`src/verilog/cpuPkg.sv`:
```
// shared sizes, vector types, opcode and condition encodings, and bus structs of the core
package cpuPkg;

	// memory, register file and queue sizes
	localparam int imemDepth = 256;
	localparam int dmemDepth = 256;
	localparam int regCount = 16;
	localparam int queueDepth = 2;
	localparam int imemAddrWidth = $clog2(imemDepth);
	localparam int dmemAddrWidth = $clog2(dmemDepth);
	localparam int queuePtrWidth = $clog2(queueDepth);
	localparam int queueCountWidth = $clog2(queueDepth + 1);

	// data, address and instruction value
	typedef logic [15:0] word;
	typedef logic [3:0] regIndex;
	typedef logic [2:0] condCode;
	typedef logic [imemAddrWidth-1:0] imemAddress;
	typedef logic [dmemAddrWidth-1:0] dmemAddress;
	typedef logic [queuePtrWidth-1:0] queuePtr;
	typedef logic [queueCountWidth-1:0] queueCount;

	// top nibble of the instruction
	typedef enum logic [3:0] {
		opAdd = 4'd0, opSub, opRed, opXor, opSll, opSra, opRor, opPaddsb,
		opLw, opSw, opLhb, opLlb, opB, opBr, opPcs, opHlt
	} opcode;

	// branch conditions, bits 11:9 of B and BR
	localparam condCode condNe = 3'd0;
	localparam condCode condEq = 3'd1;
	localparam condCode condGt = 3'd2;
	localparam condCode condLt = 3'd3;
	localparam condCode condGe = 3'd4;
	localparam condCode condLe = 3'd5;
	localparam condCode condOv = 3'd6;
	localparam condCode condAlways = 3'd7;

	typedef struct packed {
		logic zero;
		logic overflow;
		logic negative;
	} flagSet;

	// decoder outputs
	typedef struct packed {
		logic regSrc;
		logic regWrite;
		logic ldByte;
		logic memOp;
		logic memWrite;
		logic branchSrc;
		logic branch;
		logic dataSrc;
		logic hlt;
		logic setsAllFlags;
		logic setsZeroFlag;
	} controlWord;

	typedef struct packed {
		word pc;
		word instruction;
	} fetchEntry;

	typedef struct packed {
		word pc;
		logic writeEnable;
		regIndex writeReg;
		word writeData;
	} retireInfo;

endpackage

```
`src/verilog/instructionFetch.sv`:
```
// program counter, redirect and halt handling, instruction memory with its load port
module instructionFetch import cpuPkg::*; (
	input  logic       clk,
	input  logic       reset,
	input  logic       imemLoad,
	input  imemAddress imemLoadAddress,
	input  word        imemLoadData,
	input  logic       almostFull,
	input  logic       redirect,
	input  word        redirectPc,
	input  logic       haltRequest,
	output logic       fetchValid,
	output fetchEntry  fetchData
);

	word pc;
	word readPc;
	word readData;
	logic inFlight;
	logic stale;
	logic stopped;
	logic issue;

	// program words, indexed by pc without its byte bit
	word imem [imemDepth];

	// a new read only when the queue can still take its data
	assign issue = !stopped && !almostFull;

	always_ff @(posedge clk) begin
		if (reset) begin
			pc <= '0;
			inFlight <= 1'b0;
			stale <= 1'b0;
			stopped <= 1'b0;
		end else begin
			inFlight <= issue;
			// read launched in the redirect cycle is on the old path
			stale <= redirect;
			// halt is sticky until reset
			if (haltRequest) begin
				stopped <= 1'b1;
			end
			if (redirect) begin
				pc <= redirectPc;
			end else if (issue) begin
				pc <= pc + 16'd2;
			end
		end
	end

	// synchronous read, load port writes while the core is held in reset
	always_ff @(posedge clk) begin
		if (imemLoad) begin
			imem[imemLoadAddress] <= imemLoadData;
		end
		if (issue) begin
			readData <= imem[pc[imemAddrWidth:1]];
			readPc <= pc;
		end
	end

	// data returns one cycle after the read
	assign fetchValid = inFlight && !stale;
	assign fetchData = '{pc: readPc, instruction: readData};

endmodule

```
`config.mk`:
```
export PLATFORM = sky130hd
export DESIGN_NAME = instructionFetch
export DESIGN_NICKNAME = d
export VERILOG_FILES = /design/src/verilog/cpuPkg.sv /design/src/verilog/instructionFetch.sv
export SDC_FILE = /design/constraint.sdc
export NUM_CORES = 2
export LEC_CHECK = 0
export BUFFER_PORTS_ARGS = -buffer_cell sky130_fd_sc_hd__clkbuf_2
export CORE_ASPECT_RATIO = 1.25
export CORE_MARGIN = 2
export CORE_UTILIZATION = 30
export CTS_BUF_LIST = sky130_fd_sc_hd__clkbuf_16
export DETAILED_ROUTE_END_ITERATION = 8
export PLACE_DENSITY_LB_ADDON = 0.2
export RECOVER_POWER = 50
export REMOVE_ABC_BUFFERS = 1
export SETUP_SLACK_MARGIN = 0.05
export SLEW_MARGIN = 20
export SYNTH_ARGS = -nofsm -noshare
export SYNTH_HDL_FRONTEND = slang
export SYNTH_SLANG_ARGS = --single-unit
export TNS_END_PERCENT = 10
```
`constraint.sdc`:
```
create_clock -name clk -period 7.9 [get_ports clk]
set_clock_uncertainty 0.05 [all_clocks]
set_input_delay 0.79 -clock clk [delete_from_list [all_inputs] [get_ports clk]]
set_output_delay 0.79 -clock clk [all_outputs]
set_load 0.02 [all_outputs]
```
## Word-level counts from Yosys, hierarchy flattened

Memories as Yosys holds them, arrays and structs flattened. A register that Yosys moved wholly into a read port is not among the register bits.
Cells that the tools add are included.

- $add $sub $neg: 1
- $mul: 0
- Divide/modulo/power cells: 0
- $lt $le $gt $ge: 0
- Equality and inequality tests: 0
- Shift-type cells: 0
- Multiplexer cells: 4
- Bitwise logic cells: 0
- Reduce and logical (&&, ||, !) cells: 6

Operator list:

| cell | count |
|---|---|
| 16-bit two-way mux | 2 |
| 16-bit by 2-bit adder with 16-bit output, second input constant | 1 |
| 1-bit zero test | 3 |
| 1-bit logical AND | 2 |
| 1-bit two-way mux | 2 |
| 2-bit nonzero test | 1 |

- Register bits: 35
- Bits in latches: 0
- RAM bits: 4096
- Bits in read-only memories: 0
- Input port bits: 46
- Output and inout port bits: 33
- Word-level logic and storage cells: 17
- Memories kept: 1

Memories:

| name | depth | width | rd ports | clocked after Yosys merged registers in | write ports | RTL line | RTL |
|---|---|---|---|---|---|---|---|
| imem | 256 | 16 | 1 | 1 | 1 | instructionFetch.sv:25 | `word imem [imemDepth];` |

## Longest topological paths before layout

- Depth in word-level cells: 4
- Mapped depth: 14
- Mapped depth without buffers: 7

## Worst setup path before layout

No wires, ideal clock.

- Path type: in2reg
- Start: input almostFull
- End: register pc[15]
- Library setup time: 0.086 ns
- Arrival time: 3.615 ns
- Data required time: 7.764 ns
- Slack: 4.149 ns
- Stages: 6
- Buffers on the path: 0
- Cell sequence: nor2_1 -> nand3_1 -> nor4_1 -> nand3_1 -> xor2_1 -> a211oi_1

- Cells in the longest elaborated chain, start to end: 3

Ends and longest elaborated chain:

| item | RTL line | RTL |
|---|---|---|
| from (decl) | instructionFetch.sv:8 | `input logic almostFull,` |
| 1-bit zero test | instructionFetch.sv:28 | `assign issue = !stopped && !almostFull;` |
| 1-bit logical AND | instructionFetch.sv:28 |  |
| 2-bit nonzero test (no line) | n/a |  |
| to (signal assigned) | instructionFetch.sv:45 | `pc <= redirectPc;` |
| to (signal assigned) | instructionFetch.sv:47 | `pc <= pc + 16'd2;` |
| to (decl) | instructionFetch.sv:16 | `word pc;` |

No other way between the ends.
A chain may end at the register's enable or synchronous reset.

## Worst setup path in the final report

- Start: input imemLoadData[12]
- End: memory imem[100][12] (netlist name), data pin

RTL lines:

| item | RTL line | RTL |
|---|---|---|
| from (decl) | instructionFetch.sv:7 | `input word imemLoadData,` |
| to (decl) | instructionFetch.sv:25 |  |

No word-level cell before the write port.

==> run summary <==
Core ar.: 530,000 um2
Final Hold Viols: 0
Placed Cells: 14,200
Avg Inst Size Synth: 22.5 um2
worst flop-to-flop path endpoint: readData[8]
Setup violations, final: 0
Async SR Flop Fraction: 0
via count: 77,600
hold slack: 106 ps
GR Util All Layers: 0.183
sequential share of the synthesized area: 0.778
post-synth top area share: 0.776
routed vias/inst: 5.17
Leak Pwr: 55.4 nW
Tcrit/Tclk final: 0.809
CP max-delay cell: clkbuf_1
wl on met1: 201 mm
1st-iter DRT viols: 8,536
worst-path fanout max: 74
Layout area overhead: 15.0%
post-route insts no fill: 15,000
post-route ant nets: 0
fmax: 156 MHz
crit-path leading delay family: buffers and inverters
CP peak stage delay: 2760 ps
Crit Path Category: primary input to register
share of cells above drive strength 1: 0.286
Die X: 657 um
Routed WL: 502 mm
outcome: finished, violations left
Post-Place Cell Area: 171,000 um2
worst hold path class: primary input to register
worst vdd ir: 0.205 mV
top layer used by detailed routing: met5
num ports: 79
drt wl/cell: 33.5 um
RePlAce Congestion: 0.831
synth top area cells: edfxtp_1, mux4_2, mux2i_1, nor2_1, buf_6
Post-synth EDFFs: 4,128
Crit. End Element: register
Worst Path Buf+Inv: 2
IO buf count: 78
Worst EP arrival: 6590 ps
die area: 539,000 um2
Main synth FF type: edfxtp_1
R2R setup slack: 2020 ps
RSZ-0062 raised after global routing: no
metal3 WL: 28.1 mm
Synth cell types: 70
largest net degree at the start of global routing: 168
crit path time final: 6390 ps
clk_lat worst skew: 1020 ps
CTS H-tree depth: 5
most common cell in the netlist: edfxtp_1
RR Startpoint: pc[2]
# rows: 299
CP Depth: 2
CP Launch Type: primary input
maximum clock insertion buffer count: 4
register bit total from synthesis: 4,147
Crit path required time: 8100 ps
Slew Limit Fails: 3,071
Yosys warnings: 0
CTS Buf Count: 404
clock root cell: clkbuf_16
Layout Nets: 7,622
CP cell instances: clkbuf_1, clkbuf_1
failing checks: max-capacitance violations, max-slew violations
length in cells of the worst reg-to-reg path: 9
max cap viols: 50
Syn Inst Count: 7,109
CP endpoint: imem[100][12]
CTS tree: yes
met2 wire length: 256 mm
Starting Density: 0.301
Crit path top cell by count: clkbuf_1
Slew @ Worst Pin: 6380 ps
biggest area consumer among synthesized cells: edfxtp_1
number of global-route vias before repair: 79,800
P per Cell Area: 254 nW/um2
Die Span Y: 820 um
synth cell count leaders: edfxtp_1, mux4_2, nor2_1
drc violations: 0
initial antenna violation count: 43
setup bufs post-CTS: 0
Layout fillers: 49,300
first-pass GRT wire length: 685 mm
Post-Layout Inst Area: 184,000 um2
Clk pin slew, worst setup/hold paths: 60 ps
relative slew slack: -3.25
sinks on the clock net: 4,147
Mapped Area: 160,000 um2
Pre-antenna DRT Iters: 5
Crit. Startpoint: imemLoadData[12]
grt ovf: 0
post-DP HPWL: 295 mm
final core occ: 0.347
-- metrics by stage --
stage	total power, mW	setup slack, ps	TNS [ps]
after floorplan	28.8	-45730	-1295950
after global placement	27.8	2210	0
after detailed placement	27.8	2720	0
after CTS	47.1	2700	0
after global routing	47.9	1280	0
final	46.7	1510	0
-- worst register-to-register path, delay by kind of cell (launching register included) --
family | cells | cell delay, ps
compound gates | 6 | 2250
buf+inv | 2 | 900
flops | 1 | 1770
simple gates | 1 | 680
-- registers in the layout (all words and copies together), names as in the netlist --
signal    cells
stopped       1
stale         1
readPc       16
readData     16
inFlight      1
pc           16
imem       4096
-- where the power goes --
part	switching, mW	total, mW	internal (mW)
logic	1.95	2.95	0.998
clock network	8.51	19.3	10.8
registers	0.0781	24.4	24.3
-- cells in the final DEF, fill, tap and decap left out, types with 77 or more instances in the layout --
cell type,instances
clkinv_1,98
buf_4,320
edfxtp_1,4128
nor2_1,127
inv_1,80
mux4_2,1002
clkbuf_16,408
nand2_1,123
a21oi_1,149
a221oi_1,84
clkinv_2,77
nor2_2,162
o21ai_0,81
mux2i_1,330
-- cells by family (layout without fill, tap and decap cells) --
family	after synthesis	in the layout	share of synthesized area
AO/OA/AOI/OAI	576	576	0.0246
buffers and inverters	431	1230	0.0168
flip-flops	4147	4147	0.778
multiplexers	1356	1356	0.165
other	0	32	0
XOR/XNOR	14	14	0.000767
AND/OR/NAND/NOR	584	584	0.0153
adder cells (fa/ha/maj)	1	1	0.0000783
-- layout make-up --
class                      instances  area [um2]  area share
inverter                           8        45.0    0.000245
clock buffer                     408       10200      0.0555
clock inverter                   331        2820      0.0154
sequential                      4147      124000       0.676
multi-input combinational       2531       33800       0.184
antenna                           32        80.1    0.000436
timing repair buffer             483        3750      0.0204
tap                             7073        8850      0.0481
-- how the worst min path moves through the flow --
stage | slack [ps] | cells after the start | end | start
6_report | 110 | 3 | pc[1] | redirectPc[1]
5_1_grt | 70 | 3 | pc[1] | redirectPc[1]
4_1_cts | 20 | 3 | pc[1] | redirectPc[1]
3_5_place_dp | 370 | 0 | readPc[0] | pc[0]
3_3_place_gp | 370 | 0 | readPc[0] | pc[0]
2_1_floorplan | 360 | 0 | readPc[0] | pc[0]
-- what timing repair did --
item / 4_1_cts / 5_1_grt
hold buffers: 14 / 0
gates resized for setup: 0 / 0
hold endpoints to repair: 14 / 0
-- per-layer routing --
layer	vias to the layer above	global-route usage
li1	31200	-
met1	43200	0.233
met2	2610	0.321
met3	632	0.0268
met4	10	0.0580
met5	-	0
No activity file was read; power rests on OpenSTA's default activity.
