==> config.mk <==
export PLATFORM = sky130hd
export DESIGN_NAME = fetchQueue
export DESIGN_NICKNAME = d
export VERILOG_FILES = /design/src/verilog/cpuPkg.sv /design/src/verilog/fetchQueue.sv
export SDC_FILE = /design/constraint.sdc
export NUM_CORES = 1
export LEC_CHECK = 0
export BUFFER_PORTS_ARGS = -buffer_cell sky130_fd_sc_hd__buf_4
export CORE_MARGIN = 4
export CORE_UTILIZATION = 51
export CTS_CLUSTER_SIZE = 30
export DETAILED_ROUTE_END_ITERATION = 16
export HOLD_SLACK_MARGIN = 0.02
export PLACE_DENSITY_LB_ADDON = 0.25
export REMOVE_ABC_BUFFERS = 1
export SYNTH_ARGS = -nofsm -noshare
export SYNTH_HDL_FRONTEND = slang
export SYNTH_SLANG_ARGS = --single-unit
==> constraint.sdc <==
create_clock -name clk -period 2.5 [get_ports clk]
set_input_delay 0.125 -clock clk [delete_from_list [all_inputs] [get_ports clk]]
set_output_delay 0.125 -clock clk [all_outputs]
set_load 0.05 [all_outputs]
==> src/verilog/cpuPkg.sv <==
// shared sizes, vector types, opcode and condition encodings, and bus structs of the core
package cpuPkg;

	// memory, register file and queue sizes
	localparam int imemDepth = 256;
	localparam int dmemDepth = 256;
	localparam int regCount = 16;
	localparam int queueDepth = 2;
	localparam int imemAddrWidth = $clog2(imemDepth);
	localparam int dmemAddrWidth = $clog2(dmemDepth);
	localparam int queuePtrWidth = $clog2(queueDepth);
	localparam int queueCountWidth = $clog2(queueDepth + 1);

	// data, address and instruction value
	typedef logic [15:0] word;
	typedef logic [3:0] regIndex;
	typedef logic [2:0] condCode;
	typedef logic [imemAddrWidth-1:0] imemAddress;
	typedef logic [dmemAddrWidth-1:0] dmemAddress;
	typedef logic [queuePtrWidth-1:0] queuePtr;
	typedef logic [queueCountWidth-1:0] queueCount;

	// top nibble of the instruction
	typedef enum logic [3:0] {
		opAdd = 4'd0, opSub, opRed, opXor, opSll, opSra, opRor, opPaddsb,
		opLw, opSw, opLhb, opLlb, opB, opBr, opPcs, opHlt
	} opcode;

	// branch conditions, bits 11:9 of B and BR
	localparam condCode condNe = 3'd0;
	localparam condCode condEq = 3'd1;
	localparam condCode condGt = 3'd2;
	localparam condCode condLt = 3'd3;
	localparam condCode condGe = 3'd4;
	localparam condCode condLe = 3'd5;
	localparam condCode condOv = 3'd6;
	localparam condCode condAlways = 3'd7;

	typedef struct packed {
		logic zero;
		logic overflow;
		logic negative;
	} flagSet;

	// decoder outputs
	typedef struct packed {
		logic regSrc;
		logic regWrite;
		logic ldByte;
		logic memOp;
		logic memWrite;
		logic branchSrc;
		logic branch;
		logic dataSrc;
		logic hlt;
		logic setsAllFlags;
		logic setsZeroFlag;
	} controlWord;

	typedef struct packed {
		word pc;
		word instruction;
	} fetchEntry;

	typedef struct packed {
		word pc;
		logic writeEnable;
		regIndex writeReg;
		word writeData;
	} retireInfo;

endpackage

==> src/verilog/fetchQueue.sv <==
// two-entry circular instruction queue with flush and almost-full level
module fetchQueue import cpuPkg::*; (
	input  logic      clk,
	input  logic      reset,
	input  logic      fetchValid,
	input  fetchEntry fetchData,
	input  logic      take,
	input  logic      redirect,
	output logic      almostFull,
	output logic      headValid,
	output fetchEntry headEntry
);

	fetchEntry entries [queueDepth];
	queuePtr readPtr;
	queuePtr writePtr;
	queueCount count;
	logic push;
	logic pop;

	// pointer step with wrap at the last slot
	function automatic queuePtr nextPtr(input queuePtr ptr);
		return (ptr == queuePtr'(queueDepth - 1)) ? '0 : ptr + 1'b1;
	endfunction

	// data arriving with a redirect belongs to the old path
	assign push = fetchValid && !redirect;
	assign pop = take && headValid;

	always_ff @(posedge clk) begin
		if (reset || redirect) begin
			readPtr <= '0;
			writePtr <= '0;
			count <= '0;
		end else begin
			if (push) begin
				writePtr <= nextPtr(writePtr);
			end
			if (pop) begin
				readPtr <= nextPtr(readPtr);
			end
			count <= count + queueCount'(push) - queueCount'(pop);
		end
	end

	always_ff @(posedge clk) begin
		if (push) begin
			entries[writePtr] <= fetchData;
		end
	end

	assign headValid = (count != '0);
	assign headEntry = entries[readPtr];

	// keep one slot for the read that may already be in flight
	assign almostFull = (count == queueCount'(queueDepth)) ||
		((count == queueCount'(1)) && !take);

endmodule

== Word-level counts from Yosys, hierarchy flattened ==
Memory sizes are Yosys's and may differ from the RTL's. A register that Yosys moved wholly into a read port is not among the register bits.
Index checks and enable logic that the tools add are counted.
Widths: inputs -> output; s select.

* Bits in writable memories: 64
* Logic and storage cells: 24
* Memories: 1
* Output and inout port bits: 34
* Bits in registers: 4
* Memory bits (read-only): 0
* Bits in latches: 0

* $mul: 0
* Div/mod/pow operators: 0
* Eq/ne operators: 2
* Add/sub/neg operators: 4
* Multiplexer cells: 6
* Reductions and logical operators: 8
* $lt $le $gt $ge: 0
* Shift operators: 0
* Bitwise logic cells: 0

{| class="wikitable"
|+ Memory list
! name !! depth !! width !! read ports !! clocked after Yosys merged registers in !! write ports !! line !! text
|-
| entries || 2 || 32 || 1 || 1 || 1 || fetchQueue.sv:14 || <nowiki>fetchEntry entries [queueDepth];</nowiki>
|}

{| class="wikitable"
|+ Operators by type and width
! kind !! number
|-
| $mux 1 || 6
|-
| $logic_and 1x1->1 || 3
|-
| $add 1x1->1 const B || 2
|-
| $add 2x1->2 || 1
|-
| $eq 2x1->1 const B || 1
|-
| $eq 2x2->1 const B || 1
|-
| $logic_not 1->1 || 2
|-
| $logic_or 1x1->1 || 2
|-
| $reduce_bool 2->1 || 1
|-
| $sub 2x1->2 || 1
|}

== Depth between registers and ports, before layout ==
* Depth after elaboration: 4
* Gate-level depth with buffers: 6
* Mapped depth without buffers: 6

== Worst setup path before layout ==
Ideal clock, no wire load.

* Path kind: input port to flip-flop
* Start: input port fetchValid
* End: memory entries[0][0] (netlist name), enable pin
* Arrival time: 1802 ps
* Data required time: 2075 ps
* Buffers on the path: 0
* Path slack: 273 ps
* Stages on the path: 2
* Cells stage by stage: nor2b_1 > nor2b_1

* Longest elaborated chain between the ends: 3

{| class="wikitable"
|+ RTL lines
! element !! line !! text
|-
| from (decl) || fetchQueue.sv:5 || <nowiki>input logic fetchValid,</nowiki>
|-
| $logic_and 1x1->1 || fetchQueue.sv:27 || <nowiki>assign push = fetchValid && !redirect;</nowiki>
|-
| $mux 1 || fetchQueue.sv:47 || <nowiki>if (push) begin</nowiki>
|-
| $mux 1 (not written as such) || fetchQueue.sv:48 || <nowiki>entries[writePtr] <= fetchData;</nowiki>
|-
| to (decl) || fetchQueue.sv:14 ||
|}

No other way between the ends.

==> metrics.md <==
| Metric | Value |
|---|---|
| Post-route ant nets | `0` |
| Mux contribution to synthesized area | `between 10% and 20%` |
| Most used DFF post-synth | `edfxtp_1` |
| Final Util | `about four fifths` |
| Status | `finished clean` |
| RR Startpoint | `count[1]` |
| Post-route cell area | `0.00379 sq mm` |
| Netlist cell types | `19` |
| Post-synthesis xor/xnor area fraction | `1.38%` |
| Final number of setup-violating endpoints | `0` |
| Switching pwr | `between 500 and 600 uW` |
| CP Capture Type | `output pin` |
| H-tree Lvls | `3` |
| CP max stage cell | `dfxtp_1` |
| Core area | `~0.0048 sq mm` |
| CP required | `approximately 2.4 ns` |
| Synth-to-layout area growth | `49.0%` |
| Hold Path Origin | `fetchValid` |
| FMAX | `roughly 510 MHz` |
| Sw Ratio | `between 20% and 30%` |
| Hold_buf cts | `35` |
| Worst-margin pin slew | `around 0.60 ns` |
| Setup Buffers After CTS | `0` |
| CTS tree | `yes` |
| Startpoint Class | `register` |
| Main combinational cell family by area after synthesis | `multiplexers` |
| Setup_tns | `0 ns` |
| Port Buffer Count | `70` |
| N_diodes | `0` |
| Family with the most delay on the worst path | `flip-flops` |
| Drt first pass iters | `4` |
| Crit path kind | `reg -> out` |
| Final hold vios | `0` |
| First-pass GRT wire length | `7.81 mm` |
| Hold path cells | `3` |
| Drc violations | `0` |
| RR Endpoint | `count[1]` |
| Crit path setup slack, layout | `0.531 ns` |
| Starting density of the core | `between 50% and 60%` |
| Worst Hold Class | `in -> reg` |
| Share of total power in sequential cells | `a little under half` |
| Post-DP Area | `around 0.0032 sq mm` |
| Clock share of power | `42.1%` |
| RSZ-0062 raised after global routing | `false` |
| Top cell type's share of synthesized area | `~76%` |
| Layout cell share with drive strength beyond 1 | `a little under two fifths` |
| Initial antenna violation count | `0` |
| Max FO, Critical Path | `21` |
| Vias in the first global route | `1,626` |
| Clk sinks | `~70` |
| Combinational share of power | `10.5%` |
| Peak supply drop | `~0.46 mV` |
| Worst Path Buf+Inv | `2` |
| Routed length per instance | `15.7 um` |
| Drt total wl | `about 5 mm` |
| Synth Instances | `approximately 130` |
| DR vias | `approximately 1,500` |
| Compound-Gate Fraction of Synth Area | `less than 1%` |
| Largest net degree at the start of global routing | `33` |
| Top-count cell post-synth | `edfxtp_1` |
| Die Ht | `78.6 um` |
| Post-synth EDFFs | `64` |
| Asr flop ratio synth | `0%` |
| Slew Limit Fails | `0` |
| Pre-CTS setup slack | `~0.75 ns` |
| Area of the multi-input gates | `just over 500 sq um` |
| Power per cell area | `around 730 mW/mm^2` |
| Leak | `between 0.001 and 0.0015 uW` |
| Std cell rows | `25` |
| CTS root buffer | `clkbuf_8` |
| Remaining Overflow, GRT | `0` |
| Synthesized-area fraction occupied by adder cells | `less than 1%` |
| Syn_area_per_cell | `between 20 and 25 sq um` |
| WHS Endpoint | `writePtr` |
| R2R Setup Slk | `around 0.80 ns` |
| Mapped Area | `between 0.002 and 0.003 sq mm` |
| Post-synthesis sequential area ratio | `79.6%` |
| Die Wd | `slightly below 80 um` |
| Max_cap viols | `0` |
| Cell Int Power | `2190 uW` |
| Fin crit period | `roughly 2 ns` |
| Ports | `71` |
| Skew-Pair Late Insertion Delay | `roughly 0.33 ns` |
| Filler Cell Count | `273` |
| Register Area | `slightly above 0.002 sq mm` |
| Commonest cells post-synth | `64 x edfxtp_1, 32 x mux2_1, 5 x dfxtp_1` |
| Synth top area cells | `edfxtp_1 76%, mux2_1 14%, dfxtp_1 3.9%` |
| Synthesis-stage register bit count | `69` |
| Post-CTS Resized | `0` |
| R2R cell count | `6` |
| Clk pin slew, worst setup/hold paths | `~0.07 ns` |
| Placed wire-length estimate | `about 3.2 mm` |
| Total design power | `approximately 2800 uW` |
| Slew HR | `between 50% and 60%` |
| Placer Congestion | `around 0.64` |
| Fin nets | `~280` |
| Worst endpoint data arrival time | `around 1.8 ns` |
| Syn. warnings | `0` |
| Period utilization | `78.8%` |
| Leading area contributor after synthesis | `edfxtp_1` |
| Longest Clk Path Bufs | `2` |
| Skew final | `0.00410 ns` |
| Die footprint | `about 0.006 sq mm` |
| Total track usage | `17.3%` |
| TritonCTS buffer count | `9` |
| Simple-Gate Fraction of Synth Area | `approximately 2.7%` |
| DR vias/cell | `4.70` |
| Crit-path cells | `buf_12 -> mux2_1 -> buf_4` |
| Largest stage delay on the critical path | `between 0.6 and 0.7 ns` |
| Iteration-0 DRC Markers | `68` |
-- kinds of logic (layout without fill, tap and decap cells) --
logic type | Yosys count | count (layout)
buffers and inverters | 4 | 124
flip-flops | 69 | 69
multiplexers | 33 | 33
AND/OR/NAND/NOR | 12 | 12
AO/OA/AOI/OAI | 2 | 2
XOR/XNOR | 4 | 4
adder cells (fa/ha/maj) | 1 | 1
-- cell usage in the layout, fill, tap and decap left out, drive strengths merged --
cell         netlist  layout
o21ai              2       2
edfxtp            64      64
clkinv             0       3
nor3               3       3
nor2b              2       2
or3                1       1
bufinv             0       4
and3               1       1
dlygate4sd3        0      35
dfxtp              5       5
mux2              32      32
nor2               1       1
mux2i              1       1
clkbuf             1       9
xor2               1       1
and2               2       2
buf                3      73
or2                1       1
ha                 1       1
xnor2              3       3
nand2b             1       1
-- sequential cells by signal, indices dropped and copies added, names as in the netlist, named ones only --
name / count
readPtr: 1
count: 2
writePtr: 1
entries: 64
-- layout make-up --
| cell class | instances | area share [%] |
|---|---|---|
| clock buffer | 9 | 3.27 |
| clock inverter | 7 | 3.64 |
| multi-input combinational | 52 | 13.4 |
| sequential | 69 | 53.4 |
| tap | 67 | 2.21 |
| timing repair buffer | 108 | 24.1 |
-- metal layers --
metal	track usage, %	up-vias	part of all wire [%]
met1	19.4	695	40
met5	0	-	0
met3	6.08	11	5.3
met4	8.22	0	2.2
met2	29.5	47	52
li1	-	712	-
-- worst register-to-register path: stages (launching register included) --
cell	delay, ns
dfxtp_1	0.36
o21ai_2	0.26
xnor2_1	0.13
ha_1	0.20
xnor2_1	0.14
or3_1	0.33
and3_1	0.19
-- worst max-delay path by stage --
stage / end / startpoint / cells past startpoint
floorplan: entries[0][0] / fetchValid / 2
global placement: entries[0][31] / redirect / 4
detailed placement: entries[0][8] / redirect / 4
CTS: headEntry[5] / register / 3
global route: headEntry[5] / register / 3
finish: headEntry[5] / register / 3
-- power by group through the flow --
stage | Combinational (uW) | Sequential (uW) | Clock, uW
floorplan | 139 | 1330 | 0
global placement | 242 | 1330 | 0
detailed placement | 248 | 1330 | 0
CTS | 293 | 1310 | 1180
global route | 309 | 1310 | 1220
finish | 291 | 1310 | 1170
-- stage by stage --
| step | std cells | hold WS (ns) |
|---|---|---|
| 6_report | 312 | 0.0917 |
| 5_1_grt | 312 | 0.0987 |
| 4_1_cts | 312 | 0.0738 |
| 3_5_place_dp | 261 | 0.313 |
| 3_3_place_gp | 261 | 0.311 |
| 2_1_floorplan | 121 | 0.202 |
Note: power is estimated with default switching activity, not from simulation.
